**src/spim_macros.svh**
```systemverilog
// --------------------
// Width, depth and reset constants
// for the single-lane SPI master
// --------------------

`ifndef SPIM_MACROS_SVH
`define SPIM_MACROS_SVH

// Datapath
`define SPIM_DW        32   // Shift word and bus data width
`define SPIM_AW        3    // Register word address width

// FIFO depths
`define SPIM_CMD_DP    4    // Command entries
`define SPIM_RES_DP    4    // Response entries

// SPI clock generation
`define SPIM_DIV_W     8    // Divider register width
`define SPIM_DIV_RST   4    // Half period of 5 mclk out of reset

// Bit counter, wraps after one word
`define SPIM_BITCNT_W  5

`endif

```
**src/spim_pkg.sv**
```systemverilog
// --------------------
// Shared types for the register map,
// command opcodes, command word and controller states
// --------------------

`default_nettype none

`include "spim_macros.svh"

package spim_pkg;

    // Register word addresses
    typedef enum logic [`SPIM_AW-1:0] {
        REG_CFG     = 3'd0,  // Divider read and write
        REG_STATUS  = 3'd1,  // Read-only FIFO flags and busy
        REG_TX      = 3'd2,  // Word pushed with CS kept low
        REG_TX_LAST = 3'd3,  // Word pushed then CS released
        REG_RX      = 3'd4   // Pop response
    } spim_reg_addr_e;

    // Command tag
    typedef enum logic {
        CMD_XFER      = 1'b0,
        CMD_XFER_LAST = 1'b1
    } spim_cmd_e;

    // Command FIFO entry with opcode on top
    typedef struct packed {
        spim_cmd_e             op;
        logic [`SPIM_DW-1:0]   data;
    } spim_cmd_word_t;

    // Controller FSM
    typedef enum logic [2:0] {
        CS_IDLE,     // Waiting for a command with CS high
        CS_SETUP,    // First bit on the line with CS low
        SHIFT_LOW,   // SPI clock low phase
        SHIFT_HIGH,  // SPI clock high phase
        PUSH_RES,    // Captured word into response FIFO
        CS_HOLD      // Burst open with CS held low
    } spim_ctrl_state_e;

endpackage

`default_nettype wire

```
**src/spim_fifo.sv**
```systemverilog
// --------------------
// Synchronous FIFO
// Circular buffer with count, full/empty flags
// and head entry shown combinationally
// --------------------

`default_nettype none

module spim_fifo #(
    parameter int W  = 32,
    parameter int DP = 4
) (
    input  logic          mclk,
    input  logic          arst_n_i,
    input  logic          wr_en_i,
    input  logic [W-1:0]  wr_data_i,
    input  logic          rd_en_i,
    output logic [W-1:0]  rd_data_o,
    output logic          full_o,
    output logic          empty_o
);

    localparam int PTR_W = (DP > 1) ? $clog2(DP) : 1;
    localparam int CNT_W = $clog2(DP + 1);

    logic [W-1:0]     mem [DP];   // Storage, no reset
    logic [PTR_W-1:0] wr_ptr;
    logic [PTR_W-1:0] rd_ptr;
    logic [CNT_W-1:0] count;      // Entries held

    logic do_wr;
    logic do_rd;

    assign do_wr = wr_en_i && !full_o;   // Guard against misuse
    assign do_rd = rd_en_i && !empty_o;

    assign full_o    = (count == CNT_W'(DP));
    assign empty_o   = (count == '0);
    assign rd_data_o = mem[rd_ptr];      // Head entry

    // --------------------
    // Pointers and count
    // --------------------
    always_ff @(posedge mclk or negedge arst_n_i) begin
        if (!arst_n_i) begin
            wr_ptr <= '0;
            rd_ptr <= '0;
            count  <= '0;
        end else begin
            if (do_wr) begin
                wr_ptr <= (wr_ptr == PTR_W'(DP - 1)) ? '0 : wr_ptr + 1'b1;
            end
            if (do_rd) begin
                rd_ptr <= (rd_ptr == PTR_W'(DP - 1)) ? '0 : rd_ptr + 1'b1;
            end
            if (do_wr && !do_rd) begin
                count <= count + 1'b1;
            end else if (do_rd && !do_wr) begin
                count <= count - 1'b1;
            end
        end
    end

    always_ff @(posedge mclk) begin
        if (do_wr) begin
            mem[wr_ptr] <= wr_data_i;
        end
    end

    // Producer and consumer must honour the flags
    a_no_overflow: assert property (@(posedge mclk) disable iff (!arst_n_i)
        wr_en_i |-> !full_o) else $error("FIFO write while full");
    a_no_underflow: assert property (@(posedge mclk) disable iff (!arst_n_i)
        rd_en_i |-> !empty_o) else $error("FIFO read while empty");

endmodule

`default_nettype wire

```
**src/spim_regs.sv**
```systemverilog
// --------------------
// Wishbone register slave
// Divider config, status, command push,
// response pop, ack/err generation
// --------------------

`default_nettype none

`include "spim_macros.svh"

module spim_regs (
    input  logic                      mclk,
    input  logic                      arst_n_i,
    // Wishbone side
    input  logic                      wb_stb_i,
    input  logic                      wb_we_i,
    input  logic [`SPIM_AW-1:0]       wb_adr_i,    // Word address
    input  logic [`SPIM_DW-1:0]       wb_dat_i,
    output logic [`SPIM_DW-1:0]       wb_dat_o,
    output logic                      wb_ack_o,
    output logic                      wb_err_o,
    // Config
    output logic [`SPIM_DIV_W-1:0]    clk_div_o,
    // Command FIFO
    input  logic                      cmd_full_i,
    input  logic                      cmd_empty_i,
    output logic                      cmd_wr_o,
    output spim_pkg::spim_cmd_word_t  cmd_wdata_o,
    // Response FIFO
    input  logic                      res_full_i,
    input  logic                      res_empty_i,
    output logic                      res_rd_o,
    input  logic [`SPIM_DW-1:0]       res_rdata_i,
    // Controller
    input  logic                      busy_i
);

    spim_pkg::spim_reg_addr_e reg_addr;
    spim_pkg::spim_cmd_e      cmd_op;

    logic                req;        // New access this cycle
    logic                acc_err;
    logic                cfg_wr;
    logic [`SPIM_DW-1:0] rdata;

    assign reg_addr = spim_pkg::spim_reg_addr_e'(wb_adr_i);
    assign req      = wb_stb_i && !wb_ack_o;   // Strobe still high during ack cycle

    // Opcode comes from which TX register was hit
    assign cmd_op = (reg_addr == spim_pkg::REG_TX_LAST) ? spim_pkg::CMD_XFER_LAST
                                                         : spim_pkg::CMD_XFER;
    assign cmd_wdata_o = '{op: cmd_op, data: wb_dat_i};

    // --------------------
    // Address decode
    // --------------------
    always_comb begin
        acc_err  = 1'b0;
        cfg_wr   = 1'b0;
        cmd_wr_o = 1'b0;
        res_rd_o = 1'b0;
        rdata    = '0;
        if (req) begin
            case (reg_addr)
                spim_pkg::REG_CFG: begin
                    if (wb_we_i) cfg_wr = 1'b1;
                    else         rdata  = {{(`SPIM_DW-`SPIM_DIV_W){1'b0}}, clk_div_o};
                end
                spim_pkg::REG_STATUS: begin
                    rdata = {{(`SPIM_DW-5){1'b0}}, busy_i, res_full_i, res_empty_i,
                             cmd_full_i, cmd_empty_i};
                end
                spim_pkg::REG_TX, spim_pkg::REG_TX_LAST: begin
                    if (wb_we_i) begin
                        if (cmd_full_i) acc_err  = 1'b1;   // Refused, nothing queued
                        else            cmd_wr_o = 1'b1;
                    end
                end
                spim_pkg::REG_RX: begin
                    if (!wb_we_i) begin
                        if (res_empty_i) begin
                            acc_err = 1'b1;                // Underflow, data stays zero
                        end else begin
                            res_rd_o = 1'b1;
                            rdata    = res_rdata_i;        // Head entry
                        end
                    end
                end
                default: acc_err = 1'b1;                   // Unmapped
            endcase
        end
    end

    // --------------------
    // Response and config
    // --------------------
    always_ff @(posedge mclk or negedge arst_n_i) begin
        if (!arst_n_i) begin
            wb_ack_o  <= 1'b0;
            wb_err_o  <= 1'b0;
            clk_div_o <= `SPIM_DIV_W'(`SPIM_DIV_RST);
        end else begin
            wb_ack_o <= req;               // One cycle after stb
            wb_err_o <= req && acc_err;
            if (cfg_wr) begin
                clk_div_o <= wb_dat_i[`SPIM_DIV_W-1:0];
            end
        end
    end

    always_ff @(posedge mclk) begin
        if (req) wb_dat_o <= rdata;        // Valid with ack
    end

    a_ack_pulse: assert property (@(posedge mclk) disable iff (!arst_n_i)
        wb_ack_o |=> !wb_ack_o) else $error("Wishbone ack held two cycles");

endmodule

`default_nettype wire

```
**src/spim_ctrl.sv**
```systemverilog
// --------------------
// SPI controller, mode 0, MSB first
// Chip-select FSM, half-period divider,
// shift out and capture of 32-bit words
// --------------------

`default_nettype none

`include "spim_macros.svh"

module spim_ctrl (
    input  logic                      mclk,
    input  logic                      arst_n_i,
    input  logic [`SPIM_DIV_W-1:0]    clk_div_i,     // Half period minus one
    // Command FIFO
    input  logic                      cmd_empty_i,
    output logic                      cmd_rd_o,
    input  spim_pkg::spim_cmd_word_t  cmd_rdata_i,
    // Response FIFO
    input  logic                      res_full_i,
    output logic                      res_wr_o,
    output logic [`SPIM_DW-1:0]       res_wdata_o,
    output logic                      busy_o,
    // Pads
    output logic                      spi_clk_o,
    output logic                      spi_csn_o,
    output logic                      spi_sdo_o,
    input  logic                      spi_sdi_i,
    output logic                      spi_oeb_o
);

    spim_pkg::spim_ctrl_state_e state_q;

    logic [`SPIM_DIV_W-1:0]    div_cnt;
    logic [`SPIM_BITCNT_W-1:0] bit_cnt;    // Falling edges seen, wraps at 32
    logic                      last_q;     // Current word releases CS
    logic [`SPIM_DW-1:0]       tx_q;       // Bits still to drive
    logic [`SPIM_DW-1:0]       rx_q;       // Captured bits

    logic timed;
    logic half_tick;
    logic rise;
    logic fall;

    // States that count half periods
    assign timed     = (state_q == spim_pkg::CS_SETUP) || (state_q == spim_pkg::SHIFT_LOW) ||
                       (state_q == spim_pkg::SHIFT_HIGH);
    assign half_tick = timed && (div_cnt == '0);

    // Clock edges on the pad
    assign rise = half_tick && ((state_q == spim_pkg::CS_SETUP) ||
                  ((state_q == spim_pkg::SHIFT_LOW) && (bit_cnt != '0)));
    assign fall = half_tick && (state_q == spim_pkg::SHIFT_HIGH);

    // Pop only with room for the answer
    assign cmd_rd_o = ((state_q == spim_pkg::CS_IDLE) || (state_q == spim_pkg::CS_HOLD)) &&
                      !cmd_empty_i && !res_full_i;

    assign res_wr_o    = (state_q == spim_pkg::PUSH_RES);
    assign res_wdata_o = rx_q;
    assign busy_o      = (state_q != spim_pkg::CS_IDLE);
    // Output enable follows the FSM, low while the slave is selected
    assign spi_oeb_o   = (state_q == spim_pkg::CS_IDLE) ||
                         ((state_q == spim_pkg::PUSH_RES) && last_q);

    // --------------------
    // Chip-select and shift FSM
    // --------------------
    always_ff @(posedge mclk or negedge arst_n_i) begin
        if (!arst_n_i) begin
            state_q   <= spim_pkg::CS_IDLE;
            div_cnt   <= '0;
            bit_cnt   <= '0;
            last_q    <= 1'b0;
            spi_clk_o <= 1'b0;
            spi_csn_o <= 1'b1;
            spi_sdo_o <= 1'b0;
        end else begin
            if (cmd_rd_o || half_tick) begin
                div_cnt <= clk_div_i;              // Reload each half period
            end else if (timed) begin
                div_cnt <= div_cnt - 1'b1;
            end

            case (state_q)
                spim_pkg::CS_IDLE, spim_pkg::CS_HOLD: begin
                    if (cmd_rd_o) begin
                        state_q   <= spim_pkg::CS_SETUP;
                        spi_csn_o <= 1'b0;
                        spi_sdo_o <= cmd_rdata_i.data[`SPIM_DW-1];  // MSB ahead of first rise
                        last_q    <= (cmd_rdata_i.op == spim_pkg::CMD_XFER_LAST);
                        bit_cnt   <= '0;
                    end
                end
                spim_pkg::CS_SETUP: begin
                    if (half_tick) begin
                        spi_clk_o <= 1'b1;
                        state_q   <= spim_pkg::SHIFT_HIGH;
                    end
                end
                spim_pkg::SHIFT_HIGH: begin
                    if (half_tick) begin
                        spi_clk_o <= 1'b0;
                        spi_sdo_o <= tx_q[`SPIM_DW-1];   // Next bit on falling edge
                        bit_cnt   <= bit_cnt + 1'b1;
                        state_q   <= spim_pkg::SHIFT_LOW;
                    end
                end
                spim_pkg::SHIFT_LOW: begin
                    if (half_tick) begin
                        if (bit_cnt == '0) begin
                            // Word done, CS rises here for a last word
                            spi_csn_o <= last_q;
                            state_q   <= spim_pkg::PUSH_RES;
                        end else begin
                            spi_clk_o <= 1'b1;
                            state_q   <= spim_pkg::SHIFT_HIGH;
                        end
                    end
                end
                spim_pkg::PUSH_RES: begin
                    state_q <= last_q ? spim_pkg::CS_IDLE : spim_pkg::CS_HOLD;
                end
                default: state_q <= spim_pkg::CS_IDLE;
            endcase
        end
    end

    // --------------------
    // Data shifters
    // --------------------
    always_ff @(posedge mclk) begin
        if (cmd_rd_o) begin
            tx_q <= {cmd_rdata_i.data[`SPIM_DW-2:0], 1'b0};
        end else if (fall) begin
            tx_q <= {tx_q[`SPIM_DW-2:0], 1'b0};
        end
        if (rise) begin
            rx_q <= {rx_q[`SPIM_DW-2:0], spi_sdi_i};   // Sample on rising edge
        end
    end

    a_clk_in_cs: assert property (@(posedge mclk) disable iff (!arst_n_i)
        $changed(spi_clk_o) |-> !spi_csn_o) else $error("SPI clock moved with CS high");
    a_oeb_cs: assert property (@(posedge mclk) disable iff (!arst_n_i)
        spi_oeb_o == spi_csn_o) else $error("Output enable out of step with CS");

endmodule

`default_nettype wire

```
**src/spim_top.sv**
```systemverilog
// --------------------
// SPI master top
// Register slave, command/response FIFOs
// and controller wired to the pads
// --------------------

`default_nettype none

`include "spim_macros.svh"

module spim_top (
    input  logic                  mclk,
    input  logic                  arst_n_i,
    // Wishbone
    input  logic                  wb_stb_i,
    input  logic                  wb_we_i,
    input  logic [`SPIM_AW-1:0]   wb_adr_i,
    input  logic [`SPIM_DW-1:0]   wb_dat_i,
    output logic [`SPIM_DW-1:0]   wb_dat_o,
    output logic                  wb_ack_o,
    output logic                  wb_err_o,
    // Pads
    output logic                  spi_clk_o,
    output logic                  spi_csn_o,
    output logic                  spi_sdo_o,
    input  logic                  spi_sdi_i,
    output logic                  spi_oeb_o
);

    logic [`SPIM_DIV_W-1:0]   clk_div;     // Half period config
    logic                     busy;        // Controller active

    // Command path
    logic                     cmd_full;
    logic                     cmd_empty;
    logic                     cmd_wr;
    logic                     cmd_rd;
    spim_pkg::spim_cmd_word_t cmd_wdata;
    spim_pkg::spim_cmd_word_t cmd_rdata;

    // Response path
    logic                     res_full;
    logic                     res_empty;
    logic                     res_wr;
    logic                     res_rd;
    logic [`SPIM_DW-1:0]      res_wdata;
    logic [`SPIM_DW-1:0]      res_rdata;

    spim_regs u_regs (
        .mclk        (mclk),
        .arst_n_i    (arst_n_i),
        .wb_stb_i    (wb_stb_i),
        .wb_we_i     (wb_we_i),
        .wb_adr_i    (wb_adr_i),
        .wb_dat_i    (wb_dat_i),
        .wb_dat_o    (wb_dat_o),
        .wb_ack_o    (wb_ack_o),
        .wb_err_o    (wb_err_o),
        .clk_div_o   (clk_div),
        .cmd_full_i  (cmd_full),
        .cmd_empty_i (cmd_empty),
        .cmd_wr_o    (cmd_wr),
        .cmd_wdata_o (cmd_wdata),
        .res_full_i  (res_full),
        .res_empty_i (res_empty),
        .res_rd_o    (res_rd),
        .res_rdata_i (res_rdata),
        .busy_i      (busy)
    );

    // Opcode plus data word
    spim_fifo #(.W(`SPIM_DW + 1), .DP(`SPIM_CMD_DP)) u_cmd_fifo (
        .mclk      (mclk),
        .arst_n_i  (arst_n_i),
        .wr_en_i   (cmd_wr),
        .wr_data_i (cmd_wdata),
        .rd_en_i   (cmd_rd),
        .rd_data_o (cmd_rdata),
        .full_o    (cmd_full),
        .empty_o   (cmd_empty)
    );

    spim_fifo #(.W(`SPIM_DW), .DP(`SPIM_RES_DP)) u_res_fifo (
        .mclk      (mclk),
        .arst_n_i  (arst_n_i),
        .wr_en_i   (res_wr),
        .wr_data_i (res_wdata),
        .rd_en_i   (res_rd),
        .rd_data_o (res_rdata),
        .full_o    (res_full),
        .empty_o   (res_empty)
    );

    spim_ctrl u_ctrl (
        .mclk        (mclk),
        .arst_n_i    (arst_n_i),
        .clk_div_i   (clk_div),
        .cmd_empty_i (cmd_empty),
        .cmd_rd_o    (cmd_rd),
        .cmd_rdata_i (cmd_rdata),
        .res_full_i  (res_full),
        .res_wr_o    (res_wr),
        .res_wdata_o (res_wdata),
        .busy_o      (busy),
        .spi_clk_o   (spi_clk_o),
        .spi_csn_o   (spi_csn_o),
        .spi_sdo_o   (spi_sdo_o),
        .spi_sdi_i   (spi_sdi_i),
        .spi_oeb_o   (spi_oeb_o)
    );

endmodule

`default_nettype wire

```
**config.mk**
```make
export PLATFORM = sky130hd
export DESIGN_NAME = spim_top
export DESIGN_NICKNAME = d
export VERILOG_FILES = /design/src/spim_pkg.sv /design/src/spim_fifo.sv /design/src/spim_regs.sv /design/src/spim_ctrl.sv /design/src/spim_top.sv
export VERILOG_INCLUDE_DIRS = /design/src
export SDC_FILE = /design/constraint.sdc
export NUM_CORES = 1
export LEC_CHECK = 0
export BUFFER_PORTS_ARGS = -buffer_cell sky130_fd_sc_hd__buf_2
export CAP_MARGIN = 20
export CORE_ASPECT_RATIO = 0.9
export CORE_MARGIN = 5
export CORE_UTILIZATION = 37
export DETAILED_ROUTE_END_ITERATION = 8
export PLACE_DENSITY = 0.57
export SLEW_MARGIN = 20
export SYNTH_ARGS = -nofsm -noshare
export SYNTH_HDL_FRONTEND = slang
export SYNTH_SLANG_ARGS = --single-unit
```
**constraint.sdc**
```tcl
create_clock -name mclk -period 4.54 [get_ports mclk]
set_input_delay 0.681 -clock mclk [delete_from_list [all_inputs] [get_ports mclk]]
set_output_delay 0.681 -clock mclk [all_outputs]
set_load 0.05 [all_outputs]
```
==> results of run 1 <==
## synthesized netlist by cell type, types with 2 or more instances
cell type	n	area share [%]
or2_2	2	0.081
a31oi_1	2	0.081
a21o_1	3	0.15
o21a_1	3	0.15
mux2_2	14	1.0
nor2_1	10	0.24
mux2_4	3	0.29
a41oi_1	2	0.11
xor2_1	5	0.28
nor3b_1	5	0.24
nor4b_1	2	0.11
fa_1	2	0.26
nor4b_2	2	0.19
inv_1	14	0.34
clkbuf_1	17	0.41
dfrtp_1	42	6.8
nor2b_1	3	0.12
a21oi_1	9	0.29
a22o_1	3	0.17
ha_1	16	1.3
xnor2_1	9	0.51
o22ai_1	2	0.081
mux4_2	65	9.5
nor3_1	11	0.36
buf_2	16	0.52
dfstp_2	2	0.34
edfxtp_1	355	69
o21ai_0	11	0.36
and2_1	33	1.3
a22oi_1	5	0.24
nor4_1	5	0.20
nor3_4	2	0.21
nand2_1	108	2.6
a21boi_0	2	0.097
and3b_1	2	0.11
nand3_1	8	0.26
## stage by stage
| stage | cell area (um^2) | cells |
|---|---|---|
| floorplan | 15410 | 818 |
| global placement | 16520 | 1431 |
| detailed placement | 16520 | 1431 |
| CTS | 17930 | 1513 |
| global route | 17930 | 1513 |
| finish | 17940 | 1515 |
## report_power, final
part           total [W]  switching (W)  internal [W]
Combinational    0.00124       0.000577      0.000663
Sequential       0.00452       0.000333       0.00418
Clock            0.00346        0.00141       0.00204
Total            0.00922        0.00233       0.00689
## path summary, 6_finish.rpt
check / to / slack (ps) / depth (start not counted)
min in group mclk: u_ctrl.res_wdata_o[0] / 340 / 1
hold reg to reg: u_cmd_fifo.count[2] / 490 / 1
setup reg to reg: u_cmd_fifo.count[2] / 1790 / 10
max in group asynchronous: u_cmd_fifo.rd_ptr[0] / 3840 / 2
setup / recovery: u_cmd_fifo.count[2] / 1790 / 10
hold / removal: u_regs.wb_err_o / 210 / 2
## metal layers
layer  vias up  part of all wire (%)  GRT usage, %
met3        50                   4.6         3.008
met1      3779                    48         19.32
met4         4                   2.5         4.258
met2       140                    45         19.51
met5         -                 0.091             0
li1       3424                     -             -
## state kept, by name, summed over array words and instances, names as in the netlist, 2 cells and up
name / flops
u_ctrl.div_cnt: 8
u_res_fifo.wr_ptr: 2
u_res_fifo.mem: 128
u_ctrl.res_wdata_o: 32
u_cmd_fifo.wr_ptr: 2
u_regs.wb_dat_o: 32
u_ctrl.tx_q: 31
u_res_fifo.count: 3
u_ctrl.state_q: 3
u_cmd_fifo.mem: 132
u_cmd_fifo.count: 3
u_ctrl.bit_cnt: 5
u_regs.clk_div_o: 8
u_res_fifo.rd_ptr: 2
u_cmd_fifo.rd_ptr: 2
## critical path: stages, from the launching register on
cell     delay (ps)
dfrtp_1         430
nor3_1          500
nor4_2          120
inv_2            60
buf_4           410
ha_1            270
inv_1            60
fa_1            370
xor2_1          170
nor2_1          110
xor2_1          160
## area by class of cell
class,count,area (um^2)
multi-input combinational,371,3467
fill,3622,23550
clock buffer,52,1152
antenna,2,5.005
inverter,15,56.30
sequential,399,11770
tap,547,684.4
timing repair buffer,99,550.5
clock inverter,30,254.0
## cells by family after synthesis
| logic type | Yosys count | share of synthesized area, % |
|---|---|---|
| AND/OR/NAND/NOR | 204 | 6.821 |
| multiplexers | 83 | 10.88 |
| AO/OA/AOI/OAI | 52 | 2.298 |
| buffers and inverters | 48 | 1.299 |
| flip-flops | 399 | 76.35 |
| adder cells (fa/ha/maj) | 18 | 1.559 |
| XOR/XNOR | 14 | 0.7958 |
==> impl_results.md, run 1 <==
* Routed wire length at 29650 um
* CTS Root Cell: clkbuf_16
* Status: complete, no violations
* Post-synth EDFFs at 355
* Setup_tns at 0 ps
* Final setup violation count at 0
* Crit end category: flip-flop
* Largest net degree at the start of global routing at 45
* Detailed Routing Iterations Pass 1 at 4
* Sequential share of the synthesized area at 76.35%
* Place WS at 1632 ps
* Reg2reg start: u_cmd_fifo.count[1]
* Share of cells above drive strength 1 at 27.43%
* Yosys warning total at 0
* Fin crit period at 2751 ps
* GR Overflow Total at 0
* Commonest cells after routing, fill and taps aside: 355 x edfxtp_1, 108 x nand2_1, 77 x buf_2, 65 x mux4_2, 45 x clkbuf_16
* CTS tree: yes
* Rel. slew slack at 30.18%
* Hold Slack at 213.1 ps
* Post_cts resized at 0
* All-Layer GR Usage at 13.13%
* Crit Path Category: flip-flop to flip-flop
* Via Count at 7397
* Final #Nets at 988
* Row count at 71
* Setup Buffers After CTS at 0
* Layout area overhead at 16.42%
* Die area at 45830 um^2
* Core ar. at 41490 um^2
* Syn_area_per_cell at 18.84 um^2
* Util after Layout at 43.24%
* Clock Skews at 10.18 ps
* Die W at 225.1 um
* Max cap viols at 0
* Final period utilization at 60.60%
* Gate Count Post-Synth at 818
* Clock sink total at 399
* CTS Hold Bufs at 0
* Worst setup margin at 1789 ps
* RSZ-0062 raised after global routing: false
* Worst setup SP type: flip-flop
* Final Max Tran Viols at 0
* Post-DP HPWL at 17120 um
* CP startpoint: u_cmd_fifo.count[1]
* Hold Crit Class: primary input to asynchronous set/reset pin
* Yosys reg bits at 399
* Worst slew pin tran at 1047 ps
* Pwr/cell area at 513.7 nW/um^2
* Synth unique cells at 59
* CTS buffer count at 44
* Die H at 203.6 um
* Pwr Total at 0.009216 W
* Initial DRC count at 576
* Initial antenna violation count at 4
* Crit-path max FO at 44
* Post-Syn Nets at 876
* DR WL/cell at 19.57 um
* H-Tree Depth at 2
* Fraction of registers with async set/reset at 11.03%
* Post-DRT Antenna Nets at 0
* WP data arrival at 3220 ps
* Fmax at 0.3635 GHz
* Clock buffer depth at 3
* DRC at 0
* Fin. Hold Viols at 0
* # port buffers at 77
* CTS clock-pin slew for the worst setup and hold paths at 60 ps
* Ys flop type: edfxtp_1
* Most common cell after layout, fill and taps aside: edfxtp_1
* Via density per instance at 4.883
* CP required at 5010 ps
* Vias in the first global route at 7783
* Worst-Skew Late Latency at 550 ps
* Static Leak at 6.211 nW
* Post-Synthesis Cell Area at 15410 um^2
* IO Count at 78
* Peak supply drop at 315.0 uV
* Routability cong. at 0.7857
* First-pass GRT wire length at 46720 um
* Initial Util at 37.14%
No activity file was read; power rests on OpenSTA's default activity.
==> run 2, diff against run 1 <==
- ABC_AREA: unset -> 1
- PLACE_DENSITY: 0.57 -> 0.59
- clock period: 4.54 -> 2.4 ns (I/O delays scaled with it)
==> run 2 against run 1 <==
Sequential power rose by 94%. Final cell count rose by 27%. Global-route usage rose by 0.88 points. Non-clock buffer count rose by 22. Sequential share of layout area fell by 1.9 points. Largest cell class unchanged.
==> impl_results.md, run 2 <==
* Row count at 71 (unchanged)
* Gate Count Post-Synth at 1231 (+50%)
* Post-Synthesis Cell Area at 15740 um^2 (+2.2%)
* Worst-Skew Late Latency at 540 ps (about the same)
* Initial Util at 37.54% (+0.40 points)
* Crit-path max FO at 5 (-89%)
* Hold Crit Class: primary input to flip-flop
* Max FFs per register at 132 (unchanged)
* Core ar. at 41930 um^2 (+1.1%)
* Synth top cells by count: 355 x edfxtp_1, 303 x nor2_1, 148 x o21ai_0
* CTS tree: yes
* Most common cell after layout, fill and taps aside: edfxtp_1
* Top post-synthesis cells by area: edfxtp_1 68%, nor2_1 7.2%, dfrtp_1 6.7%
* CP max stage delay at 450 ps (-50 ps)
* Routed wire length at 32790 um (+11%)
* H-Tree Depth at 2 (unchanged)
* Worst slew pin tran at 658.3 ps (-388.9 ps)
* Fin. Hold Viols at 0 (unchanged)
* Die W at 227.4 um (+1.0%)
* Ys flop type: edfxtp_1
* Vias in the first global route at 9340 (+20%)
* Fraction of registers with async set/reset at 11.03% (unchanged)
* Post-synth EDFFs at 355 (unchanged)
* Crit end category: flip-flop
* Crit Path Category: flip-flop to flip-flop
* Top-count cell post-synth: edfxtp_1
* CP required at 2820 ps (-2190 ps)
* Commonest cells after routing, fill and taps aside: 355 x edfxtp_1, 295 x nor2_1, 147 x o21ai_0, 85 x nand2_1, 77 x buf_2
* Yosys warning total at 0 (unchanged)
* Setup Buffers After CTS at 0 (unchanged)
* Die H at 205.7 um (+1.0%)
* DRC at 0 (unchanged)
* First-pass GRT wire length at 51850 um (+11%)
* CTS clock-pin slew for the worst setup and hold paths at 60 ps (about the same)
* Detailed Routing Iterations Pass 1 at 5 (+1)
* Sequential share of the synthesized area at 74.74% (-1.6 points)
* Yosys top cell by area: edfxtp_1
* CTS Hold Bufs at 2 (+2)
* DR WL/cell at 17.09 um (-13%)
* Final period utilization at 93.52% (+33 points)
* Max cap viols at 0 (unchanged)
* Global route hottest layer: met2
* Highest-delay cell along the critical path: fa_1
* Worst setup margin at 155.4 ps (-1633 ps)
* Pwr/cell area at 1108 nW/um^2 (+120%)
* Share of cells above drive strength 1 at 16.69% (-11 points)
* Static Leak at 6.588 nW (+6.1%)
* Post-DRT Antenna Nets at 0 (unchanged)
* Largest regs: u_cmd_fifo.mem (132), u_res_fifo.mem (128)
* # port buffers at 77 (unchanged)
* Post-DP HPWL at 19560 um (+14%)
* Pwr Total at 0.02047 W (+120%)
* Final Max Tran Viols at 0 (unchanged)
* Yosys top cell area share at 67.73% (-1.5 points)
* Fin crit period at 2245 ps (-506.6 ps)
* CTS Root Cell: clkbuf_16
* Clock buffer depth at 3 (unchanged)
* Status: complete, no violations
* Largest net degree at the start of global routing at 69 (+53%)
* N_diodes at 0 (-2)
* Final #Nets at 1398 (+41%)
* Post-DP Area at 17080 um^2 (+3.4%)
* GR met3 Demand/Resource at 2.639% (-0.37 points)
* Critical-path cell list: nor3_1 > buf_4 > nor2_4 > nand2_1 > ha_1 > inv_1 > fa_1 > a21oi_1 > o21ai_0 > xnor2_1
* Via density per instance at 4.885 (about the same)
* CTS buffer count at 41 (-6.8%)
* Fmax at 0.4455 GHz (+23%)
* Die area at 46770 um^2 (+2.1%)
* WP data arrival at 2660 ps (-560 ps)
* GR Util met2 at 23.37% (+3.9 points)
* Routability cong. at 0.7773 (-1.1%)
* Peak supply drop at 522.8 uV (+66%)
* IO Count at 78 (unchanged)
* Syn_area_per_cell at 12.79 um^2 (-32%)
* Place WS at 239.8 ps (-1393 ps)
* GR Overflow Total at 0 (unchanged)
* Largest reg by FF count: u_cmd_fifo.mem
* GR Util met1 at 19.13% (-0.19 points)
* Rel. slew slack at 56.11% (+26 points)
* Post_cts resized at 0 (unchanged)
* Final setup violation count at 0 (unchanged)
* Yosys reg bits at 399 (unchanged)
* Initial DRC count at 632 (+9.7%)
* Layout area overhead at 17.40%
* Initial antenna violation count at 0 (-4)
* Clock Skews at 23.58 ps (+13.41 ps)
* All-Layer GR Usage at 14.01% (+0.88 points)
* Setup_tns at 0 ps (unchanged)
* Via Count at 9374 (+27%)
* Worst setup SP type: flip-flop
* Post-Syn Nets at 1289 (+47%)
* Synth unique cells at 36 (-39%)
* Clock sink total at 399 (unchanged)
* RSZ-0062 raised after global routing: false
* Design Area, Final at 18480 um^2 (+3.0%)
[run 2: changes by cell type in the layout (fill, tap and decap cells not counted), moves of 9 or more]
cell     previous run  this run
a21oi_1             9        35
a31oi_1             2        30
and2_1             33         0
buf_12              0        12
inv_1              14        55
mux2_2             14         5
mux4_2             65         0
nand2_1           108        85
nand3_1             8        32
nor2_1             10       295
nor2_4              1        13
o21ai_0            11       147
[run 2: cells by family after synthesis]
group | Yosys count | share of synthesized area [%]
AND/OR/NAND/NOR | 450 | 11.65
multiplexers | 5 | 0.3577
buffers and inverters | 117 | 3.235
adder cells (fa/ha/maj) | 18 | 1.526
XOR/XNOR | 10 | 0.5564
AO/OA/AOI/OAI | 232 | 7.933
flip-flops | 399 | 74.74
[run 2: path summary, 6_finish.rpt]
path / cells after the start / slack, ps / start / to
min reg2reg: 2 / 460 / u_ctrl.spi_csn_o / u_ctrl.spi_csn_o
max in group asynchronous: 3 / 1220 / arst_n_i / u_regs.clk_div_o[2]
min in group asynchronous: 2 / 410 / arst_n_i / u_cmd_fifo.rd_ptr[1]
max reg2reg: 10 / 160 / u_res_fifo.count[0] / u_res_fifo.count[2]
max: 10 / 160 / u_res_fifo.count[0] / u_res_fifo.count[2]
min: 1 / 40 / wb_dat_i[10] / u_cmd_fifo.mem[0][10]
[run 2: cell type report]
cell class | instances | area (um^2)
multi-input combinational | 715 | 3546
clock inverter | 28 | 307.8
timing repair buffer | 121 | 870.8
inverter | 62 | 232.7
sequential | 399 | 11770
clock buffer | 47 | 1070
tap | 547 | 684.4
fill | 3811 | 23450
[run 2: critical path: cells and delay by family (launching register included)]
family	cells	cell delay, ps
flops	1	440
xor+xnor	1	140
buf+inv	2	250
compound gates	2	290
simple gates	3	390
fa+ha+maj	2	620
[run 2: power breakdown]
group | switching [W] | internal, W | total [W]
sequential | 0.000365 | 0.00841 | 0.00878
combinational | 0.00356 | 0.00169 | 0.00525
clock | 0.00258 | 0.00386 | 0.00644
total | 0.00650 | 0.0140 | 0.0205
[run 2: per-layer routing]
layer,wire [um],up-vias
met3,1500,40
met2,15970,181
met1,14790,4601
met4,527,0
li1,-,4552
met5,0,-
[run 2: per-stage QoR]
step / hold WS, ps / std cells / utilization, %
after floorplan: 64.41 / 1231 / -
after CTS: 12.84 / 1919 / 44.07
final: 41.16 / 1919 / 44.07
after global routing: 11.76 / 1919 / 44.07
after global placement: 413.0 / 1842 / 40.74
after detailed placement: 413.2 / 1842 / 40.74
